File: src/fe_cfg.svh
/*
 * configuration macros for the bundle front end
 * include this before any module or package that sizes ports or state from them
 */

`ifndef FE_CFG_SVH
`define FE_CFG_SVH

// instruction pointer width, bits above the low nibble are the bundle address
`define FE_ADDR_W 32

// slots per bundle and instruction width
`define FE_SLOTS 3
`define FE_INSN_W 40

// reset pointer is bundle FFFFFC0, slot 0
`define FE_RST_IP 32'hFFFF_FC00

// return address stack entries
`define FE_RAS_DEPTH 4

`endif

File: src/fe_pkg.sv
/*
 * shared types for the bundle front end
 * modules pull these in with a wildcard import in their header
 */

`default_nettype none

`include "fe_cfg.svh"

package fe_pkg;

	// opcode class held in instruction bits 39 to 37, unlisted codes decode as alu
	typedef enum logic [2:0] {
		ic_alu      = 3'd0,
		ic_br_taken = 3'd1,
		ic_br_not   = 3'd2,
		ic_jc       = 3'd3,
		ic_ret      = 3'd4
	} insn_class_e;

	// sequencing states of the instruction pointer unit
	typedef enum logic [2:0] {
		fs_idle,
		fs_miss,
		fs_fetch,
		fs_decode,
		fs_issue,
		fs_update
	} fetch_state_e;

	// 128-bit bundle, slot 0 sits in the low bits and the template on top
	typedef struct packed {
		logic [7:0]                               tmpl;
		logic [`FE_SLOTS-1:0][`FE_INSN_W-1:0] insn;
	} bundle_t;

	typedef struct packed {
		logic                  valid;
		insn_class_e           cls;
		logic [`FE_ADDR_W-1:0] target;
	} slot_info_t;

	typedef struct packed {
		logic [`FE_ADDR_W-1:0] ip;
		logic [`FE_SLOTS-1:0]  mask;
		bundle_t               bundle;
	} issue_t;

endpackage

`default_nettype wire

File: src/bundle_fetch.sv
/*
 * four-phase requester to instruction memory
 * one fetch_start pulse fetches one bundle, fetch_done pulses once the handshake closes
 */

`default_nettype none

`include "fe_cfg.svh"

module bundle_fetch import fe_pkg::*; (
	input  logic                  clk,
	input  logic                  rst,
	input  logic                  fetch_start,
	input  logic [`FE_ADDR_W-1:0] fetch_addr,
	output logic                  fetch_done,
	output bundle_t               fetch_bundle,
	output logic                  mem_req,
	output logic [`FE_ADDR_W-1:0] mem_addr,
	input  logic                  mem_ack,
	input  bundle_t               mem_data
);

	typedef enum logic [1:0] {
		bf_idle,
		bf_req,
		bf_release
	} bf_state_e;

	bf_state_e state;

	// ==============================
	// handshake sequencing
	// ==============================

	always_ff @(posedge clk) begin
		if (rst) begin
			state <= bf_idle;
			mem_req <= 1'b0;
			fetch_done <= 1'b0;
		end else begin
			fetch_done <= 1'b0;
			case (state)
				bf_idle: begin
					if (fetch_start) begin
						mem_req <= 1'b1;
						state <= bf_req;
					end
				end
				bf_req: begin
					// memory has the data on the bus, close our side of the handshake
					if (mem_ack) begin
						mem_req <= 1'b0;
						state <= bf_release;
					end
				end
				bf_release: begin
					if (!mem_ack) begin
						fetch_done <= 1'b1;
						state <= bf_idle;
					end
				end
				default: state <= bf_idle;
			endcase
		end
	end

	// address and data registers
	always_ff @(posedge clk) begin
		if (state == bf_idle && fetch_start)
			mem_addr <= {fetch_addr[`FE_ADDR_W-1:4], 4'h0};
		if (state == bf_req && mem_ack)
			fetch_bundle <= mem_data;
	end

	// the responder may sample the address at any point of the request phase
	a_mem_addr_stable: assert property (@(posedge clk) disable iff (rst)
		mem_req |=> !mem_req || $stable(mem_addr));

endmodule

`default_nettype wire

File: src/fetch_top.sv
/*
 * top of the bundle front end
 * ties the fetcher, slot predecode, return stack and pointer unit to the three ports
 */

`default_nettype none

`include "fe_cfg.svh"

module fetch_top import fe_pkg::*; (
	input  logic                  clk,
	input  logic                  rst,
	output logic                  mem_req,
	output logic [`FE_ADDR_W-1:0] mem_addr,
	input  logic                  mem_ack,
	input  bundle_t               mem_data,
	output logic                  issue_req,
	output issue_t                issue_data,
	input  logic                  issue_ack,
	input  logic                  miss_req,
	input  logic [`FE_ADDR_W-1:0] miss_ip,
	output logic                  miss_ack
);

	logic                          fetch_start;
	logic [`FE_ADDR_W-1:0]         fetch_addr;
	logic                          fetch_done;
	bundle_t                       fetch_bundle;
	slot_info_t [`FE_SLOTS-1:0] slots;
	logic                          ras_push;
	logic                          ras_pop;
	logic [`FE_ADDR_W-1:0]         ras_push_addr;
	logic [`FE_ADDR_W-1:0]         ras_top;
	logic [`FE_ADDR_W-1:0]         cur_ip;

	bundle_fetch u_fetch (
		.clk          (clk),
		.rst          (rst),
		.fetch_start  (fetch_start),
		.fetch_addr   (fetch_addr),
		.fetch_done   (fetch_done),
		.fetch_bundle (fetch_bundle),
		.mem_req      (mem_req),
		.mem_addr     (mem_addr),
		.mem_ack      (mem_ack),
		.mem_data     (mem_data)
	);

	slot_decode u_decode (
		.ip     (cur_ip),
		.bundle (fetch_bundle),
		.slots  (slots)
	);

	// the pointer unit reads the top directly, so the empty flag stays local
	return_stack u_ras (
		.clk       (clk),
		.rst       (rst),
		.push      (ras_push),
		.pop       (ras_pop),
		.push_addr (ras_push_addr),
		.top       (ras_top),
		.empty     ()
	);

	instruction_pointer u_ip (
		.clk           (clk),
		.rst           (rst),
		.miss_req      (miss_req),
		.miss_ip       (miss_ip),
		.miss_ack      (miss_ack),
		.fetch_start   (fetch_start),
		.fetch_addr    (fetch_addr),
		.fetch_done    (fetch_done),
		.fetch_bundle  (fetch_bundle),
		.slots         (slots),
		.ras_push      (ras_push),
		.ras_pop       (ras_pop),
		.ras_push_addr (ras_push_addr),
		.ras_top       (ras_top),
		.issue_req     (issue_req),
		.issue_data    (issue_data),
		.issue_ack     (issue_ack),
		.ip            (cur_ip)
	);

endmodule

`default_nettype wire

File: src/instruction_pointer.sv
/*
 * instruction pointer and bundle sequencer
 * runs miss, fetch, decode, issue and update for one bundle at a time
 * and picks the next pointer from the first redirecting slot
 */

`default_nettype none

`include "fe_cfg.svh"

module instruction_pointer import fe_pkg::*; (
	input  logic                          clk,
	input  logic                          rst,
	input  logic                          miss_req,
	input  logic [`FE_ADDR_W-1:0]         miss_ip,
	output logic                          miss_ack,
	output logic                          fetch_start,
	output logic [`FE_ADDR_W-1:0]         fetch_addr,
	input  logic                          fetch_done,
	input  bundle_t                       fetch_bundle,
	input  slot_info_t [`FE_SLOTS-1:0] slots,
	output logic                          ras_push,
	output logic                          ras_pop,
	output logic [`FE_ADDR_W-1:0]         ras_push_addr,
	input  logic [`FE_ADDR_W-1:0]         ras_top,
	output logic                          issue_req,
	output issue_t                        issue_data,
	input  logic                          issue_ack,
	output logic [`FE_ADDR_W-1:0]         ip
);

	localparam int SLOT_W = $clog2(`FE_SLOTS);

	fetch_state_e                  state;
	slot_info_t [`FE_SLOTS-1:0] slots_q;
	logic                          found;
	logic [SLOT_W-1:0]             sel_slot;
	insn_class_e                   sel_cls;
	logic [`FE_SLOTS-1:0]          issue_mask;
	logic [`FE_ADDR_W-1:0]         seq_ip;
	logic [`FE_ADDR_W-1:0]         next_ip;

	// ==============================
	// sequencer
	// ==============================

	always_ff @(posedge clk) begin
		if (rst) begin
			state <= fs_idle;
			ip <= `FE_RST_IP;
			issue_req <= 1'b0;
		end else begin
			case (state)
				fs_idle: begin
					// a pending miss wins over the next sequential fetch
					if (miss_req) begin
						ip <= miss_ip;
						state <= fs_miss;
					end else begin
						state <= fs_fetch;
					end
				end
				fs_miss: begin
					if (!miss_req)
						state <= fs_idle;
				end
				fs_fetch: begin
					if (fetch_done)
						state <= fs_decode;
				end
				fs_decode: begin
					issue_req <= 1'b1;
					state <= fs_issue;
				end
				fs_issue: begin
					// req is only low here after the back end has acked
					if (issue_req && issue_ack)
						issue_req <= 1'b0;
					else if (!issue_req && !issue_ack)
						state <= fs_update;
				end
				fs_update: begin
					ip <= next_ip;
					state <= fs_idle;
				end
				default: state <= fs_idle;
			endcase
		end
	end

	always_ff @(posedge clk) begin
		if (state == fs_decode)
			slots_q <= slots;
	end

	assign miss_ack = (state == fs_miss);
	assign fetch_start = (state == fs_idle) && !miss_req;
	assign fetch_addr = ip;

	// ==============================
	// redirect selection
	// ==============================

	// scan valid slots in order and stop at the first taken branch, call or return
	always_comb begin
		found = 1'b0;
		sel_slot = '0;
		sel_cls = ic_alu;
		issue_mask = '0;
		for (int s = 0; s < `FE_SLOTS; s++) begin
			if (slots_q[s].valid && !found) begin
				issue_mask[s] = 1'b1;
				if (slots_q[s].cls inside {ic_br_taken, ic_jc, ic_ret}) begin
					found = 1'b1;
					sel_slot = SLOT_W'(s);
					sel_cls = slots_q[s].cls;
				end
			end
		end
	end

	assign seq_ip = {ip[`FE_ADDR_W-1:4] + 1'b1, 4'h0};

	always_comb begin
		next_ip = seq_ip;
		if (found) begin
			if (sel_cls == ic_ret)
				next_ip = ras_top;
			else
				next_ip = slots_q[sel_slot].target;
		end
	end

	// return address is the slot after the call, the last slot returns to the next bundle
	always_comb begin
		case (sel_slot)
			SLOT_W'(0): ras_push_addr = {ip[`FE_ADDR_W-1:4], 4'h5};
			SLOT_W'(1): ras_push_addr = {ip[`FE_ADDR_W-1:4], 4'hA};
			default:    ras_push_addr = seq_ip;
		endcase
	end

	assign ras_push = (state == fs_update) && found && (sel_cls == ic_jc);
	assign ras_pop = (state == fs_update) && found && (sel_cls == ic_ret);

	assign issue_data = '{ip: ip, mask: issue_mask, bundle: fetch_bundle};

	a_issue_rise: assert property (@(posedge clk) disable iff (rst)
		$rose(issue_req) |-> state == fs_issue);

endmodule

`default_nettype wire

File: src/return_stack.sv
/*
 * return address stack, pushed by jump-call and popped by return
 * a push onto a full stack loses the oldest entry, an empty stack reads the reset pointer
 */

`default_nettype none

`include "fe_cfg.svh"

module return_stack (
	input  logic                  clk,
	input  logic                  rst,
	input  logic                  push,
	input  logic                  pop,
	input  logic [`FE_ADDR_W-1:0] push_addr,
	output logic [`FE_ADDR_W-1:0] top,
	output logic                  empty
);

	localparam int DEPTH = `FE_RAS_DEPTH;
	localparam int CNT_W = $clog2(DEPTH + 1);

	// entry 0 is the top, older entries shift toward the end
	logic [`FE_ADDR_W-1:0] entry [DEPTH];
	logic [CNT_W-1:0]      count;

	always_ff @(posedge clk) begin
		if (rst) begin
			count <= '0;
		end else if (push) begin
			if (count != CNT_W'(DEPTH))
				count <= count + 1'b1;
		end else if (pop) begin
			if (count != '0)
				count <= count - 1'b1;
		end
	end

	always_ff @(posedge clk) begin
		if (push) begin
			entry[0] <= push_addr;
			for (int i = 1; i < DEPTH; i++)
				entry[i] <= entry[i-1];
		end else if (pop) begin
			for (int i = 0; i < DEPTH - 1; i++)
				entry[i] <= entry[i+1];
		end
	end

	assign empty = (count == '0);
	assign top = empty ? `FE_RST_IP : entry[0];

	// one redirecting slot per bundle, so a call and a return never share an update
	a_push_pop_excl: assert property (@(posedge clk) disable iff (rst) !(push && pop));

endmodule

`default_nettype wire

File: src/slot_decode.sv
/*
 * combinational predecode of the three slots of a bundle
 * gives each slot a valid bit from the pointer nibble, its class and its target
 */

`default_nettype none

`include "fe_cfg.svh"

module slot_decode import fe_pkg::*; (
	input  logic [`FE_ADDR_W-1:0]         ip,
	input  bundle_t                       bundle,
	output slot_info_t [`FE_SLOTS-1:0] slots
);

	localparam int BA_W = `FE_ADDR_W - 4;

	logic [1:0]      cur_slot;
	logic [BA_W-1:0] cur_ba;

	// target slot code to pointer nibble, code 3 falls back to slot 0
	function automatic logic [3:0] slot_nibble(input logic [1:0] code);
		case (code)
			2'd1:    slot_nibble = 4'h5;
			2'd2:    slot_nibble = 4'hA;
			default: slot_nibble = 4'h0;
		endcase
	endfunction

	function automatic insn_class_e decode_class(input logic [2:0] op);
		case (op)
			ic_br_taken, ic_br_not, ic_jc, ic_ret: decode_class = insn_class_e'(op);
			default:                               decode_class = ic_alu;
		endcase
	endfunction

	assign cur_ba = ip[`FE_ADDR_W-1:4];

	// starting slot from the low nibble of the pointer
	always_comb begin
		case (ip[3:0])
			4'h5:    cur_slot = 2'd1;
			4'hA:    cur_slot = 2'd2;
			default: cur_slot = 2'd0;
		endcase
	end

	for (genvar s = 0; s < `FE_SLOTS; s++) begin : g_slot
		logic [`FE_INSN_W-1:0] insn;
		logic [BA_W-1:0]       br_ba;
		logic [3:0]            tgt_nib;
		insn_class_e           cls;

		assign insn = bundle.insn[s];
		assign cls = decode_class(insn[39:37]);
		assign tgt_nib = slot_nibble(insn[1:0]);

		// branch displacement counts in whole bundles
		assign br_ba = cur_ba + {{(BA_W-16){insn[36]}}, insn[36:21]};

		assign slots[s].valid = (cur_slot <= 2'(s));
		assign slots[s].cls = cls;
		assign slots[s].target = (cls == ic_jc) ? {insn[9 +: BA_W], tgt_nib} : {br_ba, tgt_nib};
	end

endmodule

`default_nettype wire

File: config.mk
export PLATFORM = sky130hd
export DESIGN_NAME = fetch_top
export DESIGN_NICKNAME = d
export VERILOG_FILES = /design/src/fe_pkg.sv /design/src/bundle_fetch.sv /design/src/fetch_top.sv /design/src/instruction_pointer.sv /design/src/return_stack.sv /design/src/slot_decode.sv
export VERILOG_INCLUDE_DIRS = /design/src
export SDC_FILE = /design/constraint.sdc
export NUM_CORES = 1
export LEC_CHECK = 0
export BUFFER_PORTS_ARGS = -buffer_cell sky130_fd_sc_hd__buf_4
export CELL_PAD_IN_SITES_DETAIL_PLACEMENT = 0
export CELL_PAD_IN_SITES_GLOBAL_PLACEMENT = 1
export CORE_UTILIZATION = 30
export CTS_CLUSTER_DIAMETER = 40
export CTS_CLUSTER_SIZE = 14
export DETAILED_ROUTE_END_ITERATION = 12
export GPL_ROUTABILITY_DRIVEN = 1
export PLACE_DENSITY_LB_ADDON = 0.1
export SYNTH_ARGS = -nofsm -noshare
export SYNTH_HDL_FRONTEND = slang
export SYNTH_SLANG_ARGS = --single-unit
File: constraint.sdc
create_clock -name clk -period 5.6 [get_ports clk]
set_input_delay 1.12 -clock clk [delete_from_list [all_inputs] [get_ports clk]]
set_output_delay 1.12 -clock clk [all_outputs]
set_load 0.005 [all_outputs]
# Yosys cells after proc, flatten, opt, wreduce, memory -nomap -nowiden
# Memories as Yosys holds them, arrays and structs flattened.
# Index checks and enable logic that the tools add are counted.
# W data, S select, Z words.
[word_totals] register_bits=307 mem_bits_rw=128 input_bits=165 word_cells=192 memories=1
[classes] add_sub_neg=6 order_cmp=4 eq_ne=53 n_mux=65 bitwise=4 n_reduce_logical=38
[mem_list] name="u_ras.entry" depth=4 word_bits=32 read_ports=4 rd_ports_with_merged_regs=0 wr=4 line_no="return_stack.sv:24" rtl="logic [`FE_ADDR_W-1:0] entry [DEPTH];"
[ops] op="$mux W32" count=11
[ops] op="$pmux W32 S2" count=2
[ops] op="$add A28 B28 Y28" count=3
[ops] op="$bmux W36 S2" count=1
[ops] op="$mux W3" count=17
[ops] op="$eq A3 B2 Y1 const B" count=15
[ops] op="$add A28 B1 Y28 const B" count=1
[ops] op="$eq A3 B3 Y1 const B" count=9
[ops] op="$pmux W4 S2" count=3
[ops] op="$eq A3 B1 Y1 const B" count=7
[ops] op="$mux W1" count=19
[ops] op="$pmux W3 S5" count=1
[ops] op="$mux W2" count=7
[ops] op="$ne A2 B2 Y1 const B" count=6
[ops] op="$reduce_bool A3 Y1" count=4
[ops] op="$reduce_or A4 Y1" count=3
[ops] op="$eq A2 B1 Y1 const B" count=5
[ops] op="$logic_and A1 B1 Y1" count=10
[ops] op="$reduce_bool A2 Y1" count=5
[ops] op="$reduce_and A3 Y1" count=3
[ops] op="$eq A2 B2 Y1 const B" count=4
[ops] op="$ne A2 B1 Y1 const B" count=4
[ops] op="$logic_not A3 Y1" count=2
[ops] op="$pmux W2 S3" count=1
[ops] op="other kinds (17)" count=27

# Logic depth before layout (Yosys ltp)
[depth] ltp_word=16 depth_mapped=14 depth_no_buf=12

# Cells and area by module
# Synthesis repeated with hierarchy kept, for this count alone.
[unflattened] hier_cells=2121 area_unflattened_um2=24275.8
[by_module_without_submodules] mod="instruction_pointer" instances=1 cells_per_inst=862 area_each_um2=8544.4 seq_area_each_um2=3963.8
[by_module_without_submodules] mod="return_stack" instances=1 cells_per_inst=292 area_each_um2=5614.1 seq_area_each_um2=3903.7
[by_module_without_submodules] mod="slot_decode" instances=1 cells_per_inst=790 area_each_um2=5232.5 seq_area_each_um2=0.0
[by_module_without_submodules] mod="bundle_fetch" instances=1 cells_per_inst=177 area_each_um2=4884.7 seq_area_each_um2=4764.6

# Worst setup path before layout
# Ideal clock, no wire load.
[synth_timing] kind="reg2reg" start="reg u_ip.state[1]" end="reg u_ip.slots_q[100] (netlist name) (enable)" setup_ns=0.565 arrival_ns=4.897 required_time_ns=5.035 path_slack_ns=0.138 stages_incl_launch_ff=4 n_path_buf=1 cell_sequence="dfxtp_1 -> clkbuf_1 -> nand2_1 -> nor2_1"
[synth_via] elab_chain_cells=1
[synth_rtl] item="start, declared" line_no="instruction_pointer.sv:34" rtl="fetch_state_e state;"
[synth_rtl] item="start signal, assigned" line_no="instruction_pointer.sv:49" rtl="state <= fs_idle;"
[synth_rtl] item="start signal, assigned" line_no="instruction_pointer.sv:58" rtl="state <= fs_miss;"
[synth_rtl] item="start signal, assigned" line_no="instruction_pointer.sv:60" rtl="state <= fs_fetch;"
[synth_rtl] item="$eq A3 B2 Y1" line_no="instruction_pointer.sv:92" rtl="if (state == fs_decode)"
[synth_rtl] item="end signal, assigned" line_no="instruction_pointer.sv:93" rtl="slots_q <= slots;"
[synth_rtl] item="end, declared" line_no="instruction_pointer.sv:35" rtl="slot_info_t [`FE_SLOTS-1:0] slots_q;"
# Every way passes these cells.
# A chain may end at the register's enable or synchronous reset.

==> results.json <==
{
  "final_common_cell": "nand2_1",
  "clk_latency_ns": 0.62,
  "netlist_area_um2": 22000,
  "cts_max_level": 3,
  "antenna_cells": 0,
  "slew-limit-headroom": 0.2815,
  "synth_warnings": 0,
  "yosysSeqAreaShare": 0.5660,
  "dr.pass1.iters": 5,
  "antenna_found_initial": 1,
  "fin_crit_ns": 4.084,
  "dieWidth_um": 272.8,
  "grt_first_pass_wirelength_mm": 115.0,
  "fin_crit_sh": 0.7292,
  "p_total_mw": 10.49,
  "layout_common_cells": "nand2_1, buf_4, edfxtp_1",
  "viasPerCell": 5.019,
  "tightest_slew_ns": 1.078,
  "postSynthCellCount": 2062,
  "timing.rr.start": "u_ip.fetch_addr[5]$_SDFFE_PP0P_",
  "grt_pass1_vias": 17582,
  "ctsHoldBuffers": 0,
  "cp_max_fo": 10,
  "hp-start": "u_ras.entry[2][4]$_DFFE_PP_",
  "gr-usage-all-layers": 0.2101,
  "cts.sinks": 429,
  "skew_ns": 0.02781,
  "grt_overflow": 0,
  "initial_utilization": 0.3057,
  "critPathArrivalTime_ns": 4.45,
  "maxClockFrequency_mhz": 244.9,
  "ctsResizeCount": 0,
  "cts_tree": "built",
  "ys_ff_latch": 429,
  "grt_max_degree": 130,
  "synth_flop_cell": "edfxtp_1",
  "fin_area_um2": 28950,
  "routedWlPerCell_um": 22.84,
  "cp-end-kind": "register",
  "synth-edff-count": 386,
  "die_y_um": 272.8,
  "fin_ws_ns": 1.516,
  "core_um2": 71980,
  "hold_viol": 0,
  "async_flop_share": 0,
  "dp_slack_ns": 1.578,
  "post-place-cells": 3311,
  "critPathLaunch": "u_ip.fetch_addr[5]$_SDFFE_PP0P_",
  "stdcell_count": 3474,
  "holdWs_ns": 0.4370,
  "ys_types": 80,
  "antenna_left": 0,
  "dpl_cell_area_um2": 25810,
  "drc": 0,
  "cts-root-buf": "clkbuf_16",
  "utilization": 0.4021,
  "ios": 363,
  "row_count": 98,
  "drv_cap": 0,
  "outcome": "completed",
  "vias": 17436,
  "routabilityCongestion": 0.8814,
  "cts_buffers": 89,
  "clkSlewWorstSetupHoldPaths_ns": 0.05,
  "drt-total-wl_mm": 79.36,
  "worst_setup_path_start_kind": "register",
  "area_growth_pct": 31.57,
  "portBuffers": 358,
  "finalMaxSlewViolations": 0,
  "drtIter0Drc": 1103,
  "tns_ns": 0,
  "hp-class": "register to register",
  "crit_required_ns": 5.96,
  "clock_path_buffers": 3,
  "pwr_density_cell_nw_per_um2": 362.2,
  "total_leakage_power_nw": 11.11,
  "setup_viol": 0,
  "postCtsSetupBuffers": 0,
  "peakVddDrop_v": 0.0003368,
  "dieArea_um2": 74420,
  "syn_area_per_cell_um2": 10.67,
  "hpwl_mm": 58.19,
  "rsz0062_at_grt": "no",
  "critPathKind": "register to register",
  "layout-drive-gt1-share": 0.2294,
  "fin_nets": 2703
}
## cells by family (layout without fill, tap and decap cells)
group / count (synthesis) / in the layout / synth area share
and+or+nand+nor: 780 / 780 / 0.1573
AOI/OAI and AO/OA: 485 / 485 / 0.1393
DFF: 429 / 429 / 0.5660
adders and majority gates: 86 / 86 / 0.05028
xor gates and xnor gates: 116 / 116 / 0.04618
buffers and inverters: 129 / 588 / 0.02457
other: 2 / 5 / 0.0003414
muxes: 35 / 35 / 0.01598
## Yosys cell counts (17+ instances only)
master      n  area share
nor2_1    173       0.030
nand2_1   403       0.069
dfxtp_1    43       0.039
clkbuf_1   74       0.013
mux2i_1    34       0.015
nand3_1    41      0.0093
o211ai_1   21      0.0072
a21oi_1   136       0.031
a21o_1     50       0.017
nand2b_1   19      0.0054
ha_1       82       0.047
xnor2_1    49       0.020
o21ai_0   128       0.029
xor2_1     67       0.027
inv_1      30      0.0051
a211oi_1   29      0.0099
nor2b_1    28      0.0080
edfxtp_1  386        0.53
nor3_1     17      0.0039
## sequential cells by signal (all words and copies together), names as in the netlist
register / count
u_ip.state: 3
u_fetch.state: 2
u_fetch.fetch_done: 1
u_fetch.mem_req: 1
u_ras.count: 3
u_fetch.mem_addr: 28
u_ip.slots_q: 102
u_fetch.fetch_bundle: 128
u_ip.issue_req: 1
u_ras.entry: 128
u_ip.fetch_addr: 32
## final cells by class
cell class / count / area [um^2]
fillers: 7056 / 43030
inverters: 30 / 112.6
clock buffers: 97 / 2288
multi-input cells: 1507 / 9066
well taps: 950 / 1189
clock inverters: 66 / 847.1
flip-flops and latches: 429 / 12450
repair buffers: 395 / 2990
## critical path, cell delays in order (launching register included)
cell	delay (ns)
dfxtp_1	0.85
inv_1	0.42
fa_1	0.54
nor2b_1	0.13
o21a_1	0.14
o21ai_0	0.18
a211oi_1	0.49
nor3_1	0.16
o21ai_0	0.34
a31oi_1	0.16
xnor2_1	0.14
mux2_2	0.26
## path summary, 6_finish.rpt
| path | slack (ns) | endpoint | cells past startpoint |
|---|---|---|---|
| min reg2reg | 0.44 | u_ras.entry[3][4]$_DFFE_PP_ | 0 |
| min | 0.44 | u_ras.entry[3][4]$_DFFE_PP_ | 0 |
| max reg2reg | 1.52 | u_ip.slots_q[100]$_DFFE_PP_ | 11 |
| max | 1.52 | u_ip.slots_q[100]$_DFFE_PP_ | 11 |
## power breakdown
part           leakage (nW)  total [mW]  switching, mW  internal, mW
combinational          5.77        1.16          0.647         0.515
clock                  1.50        5.55           1.81          3.73
sequential             3.84        3.77          0.146          3.63
## per-layer routing
metal	wire, um	global-route usage
met5	0	0
met1	35940	0.2817
met3	3615	0.03427
met2	37400	0.3415
met4	2401	0.07392
(Power assumes the default switching activity.)
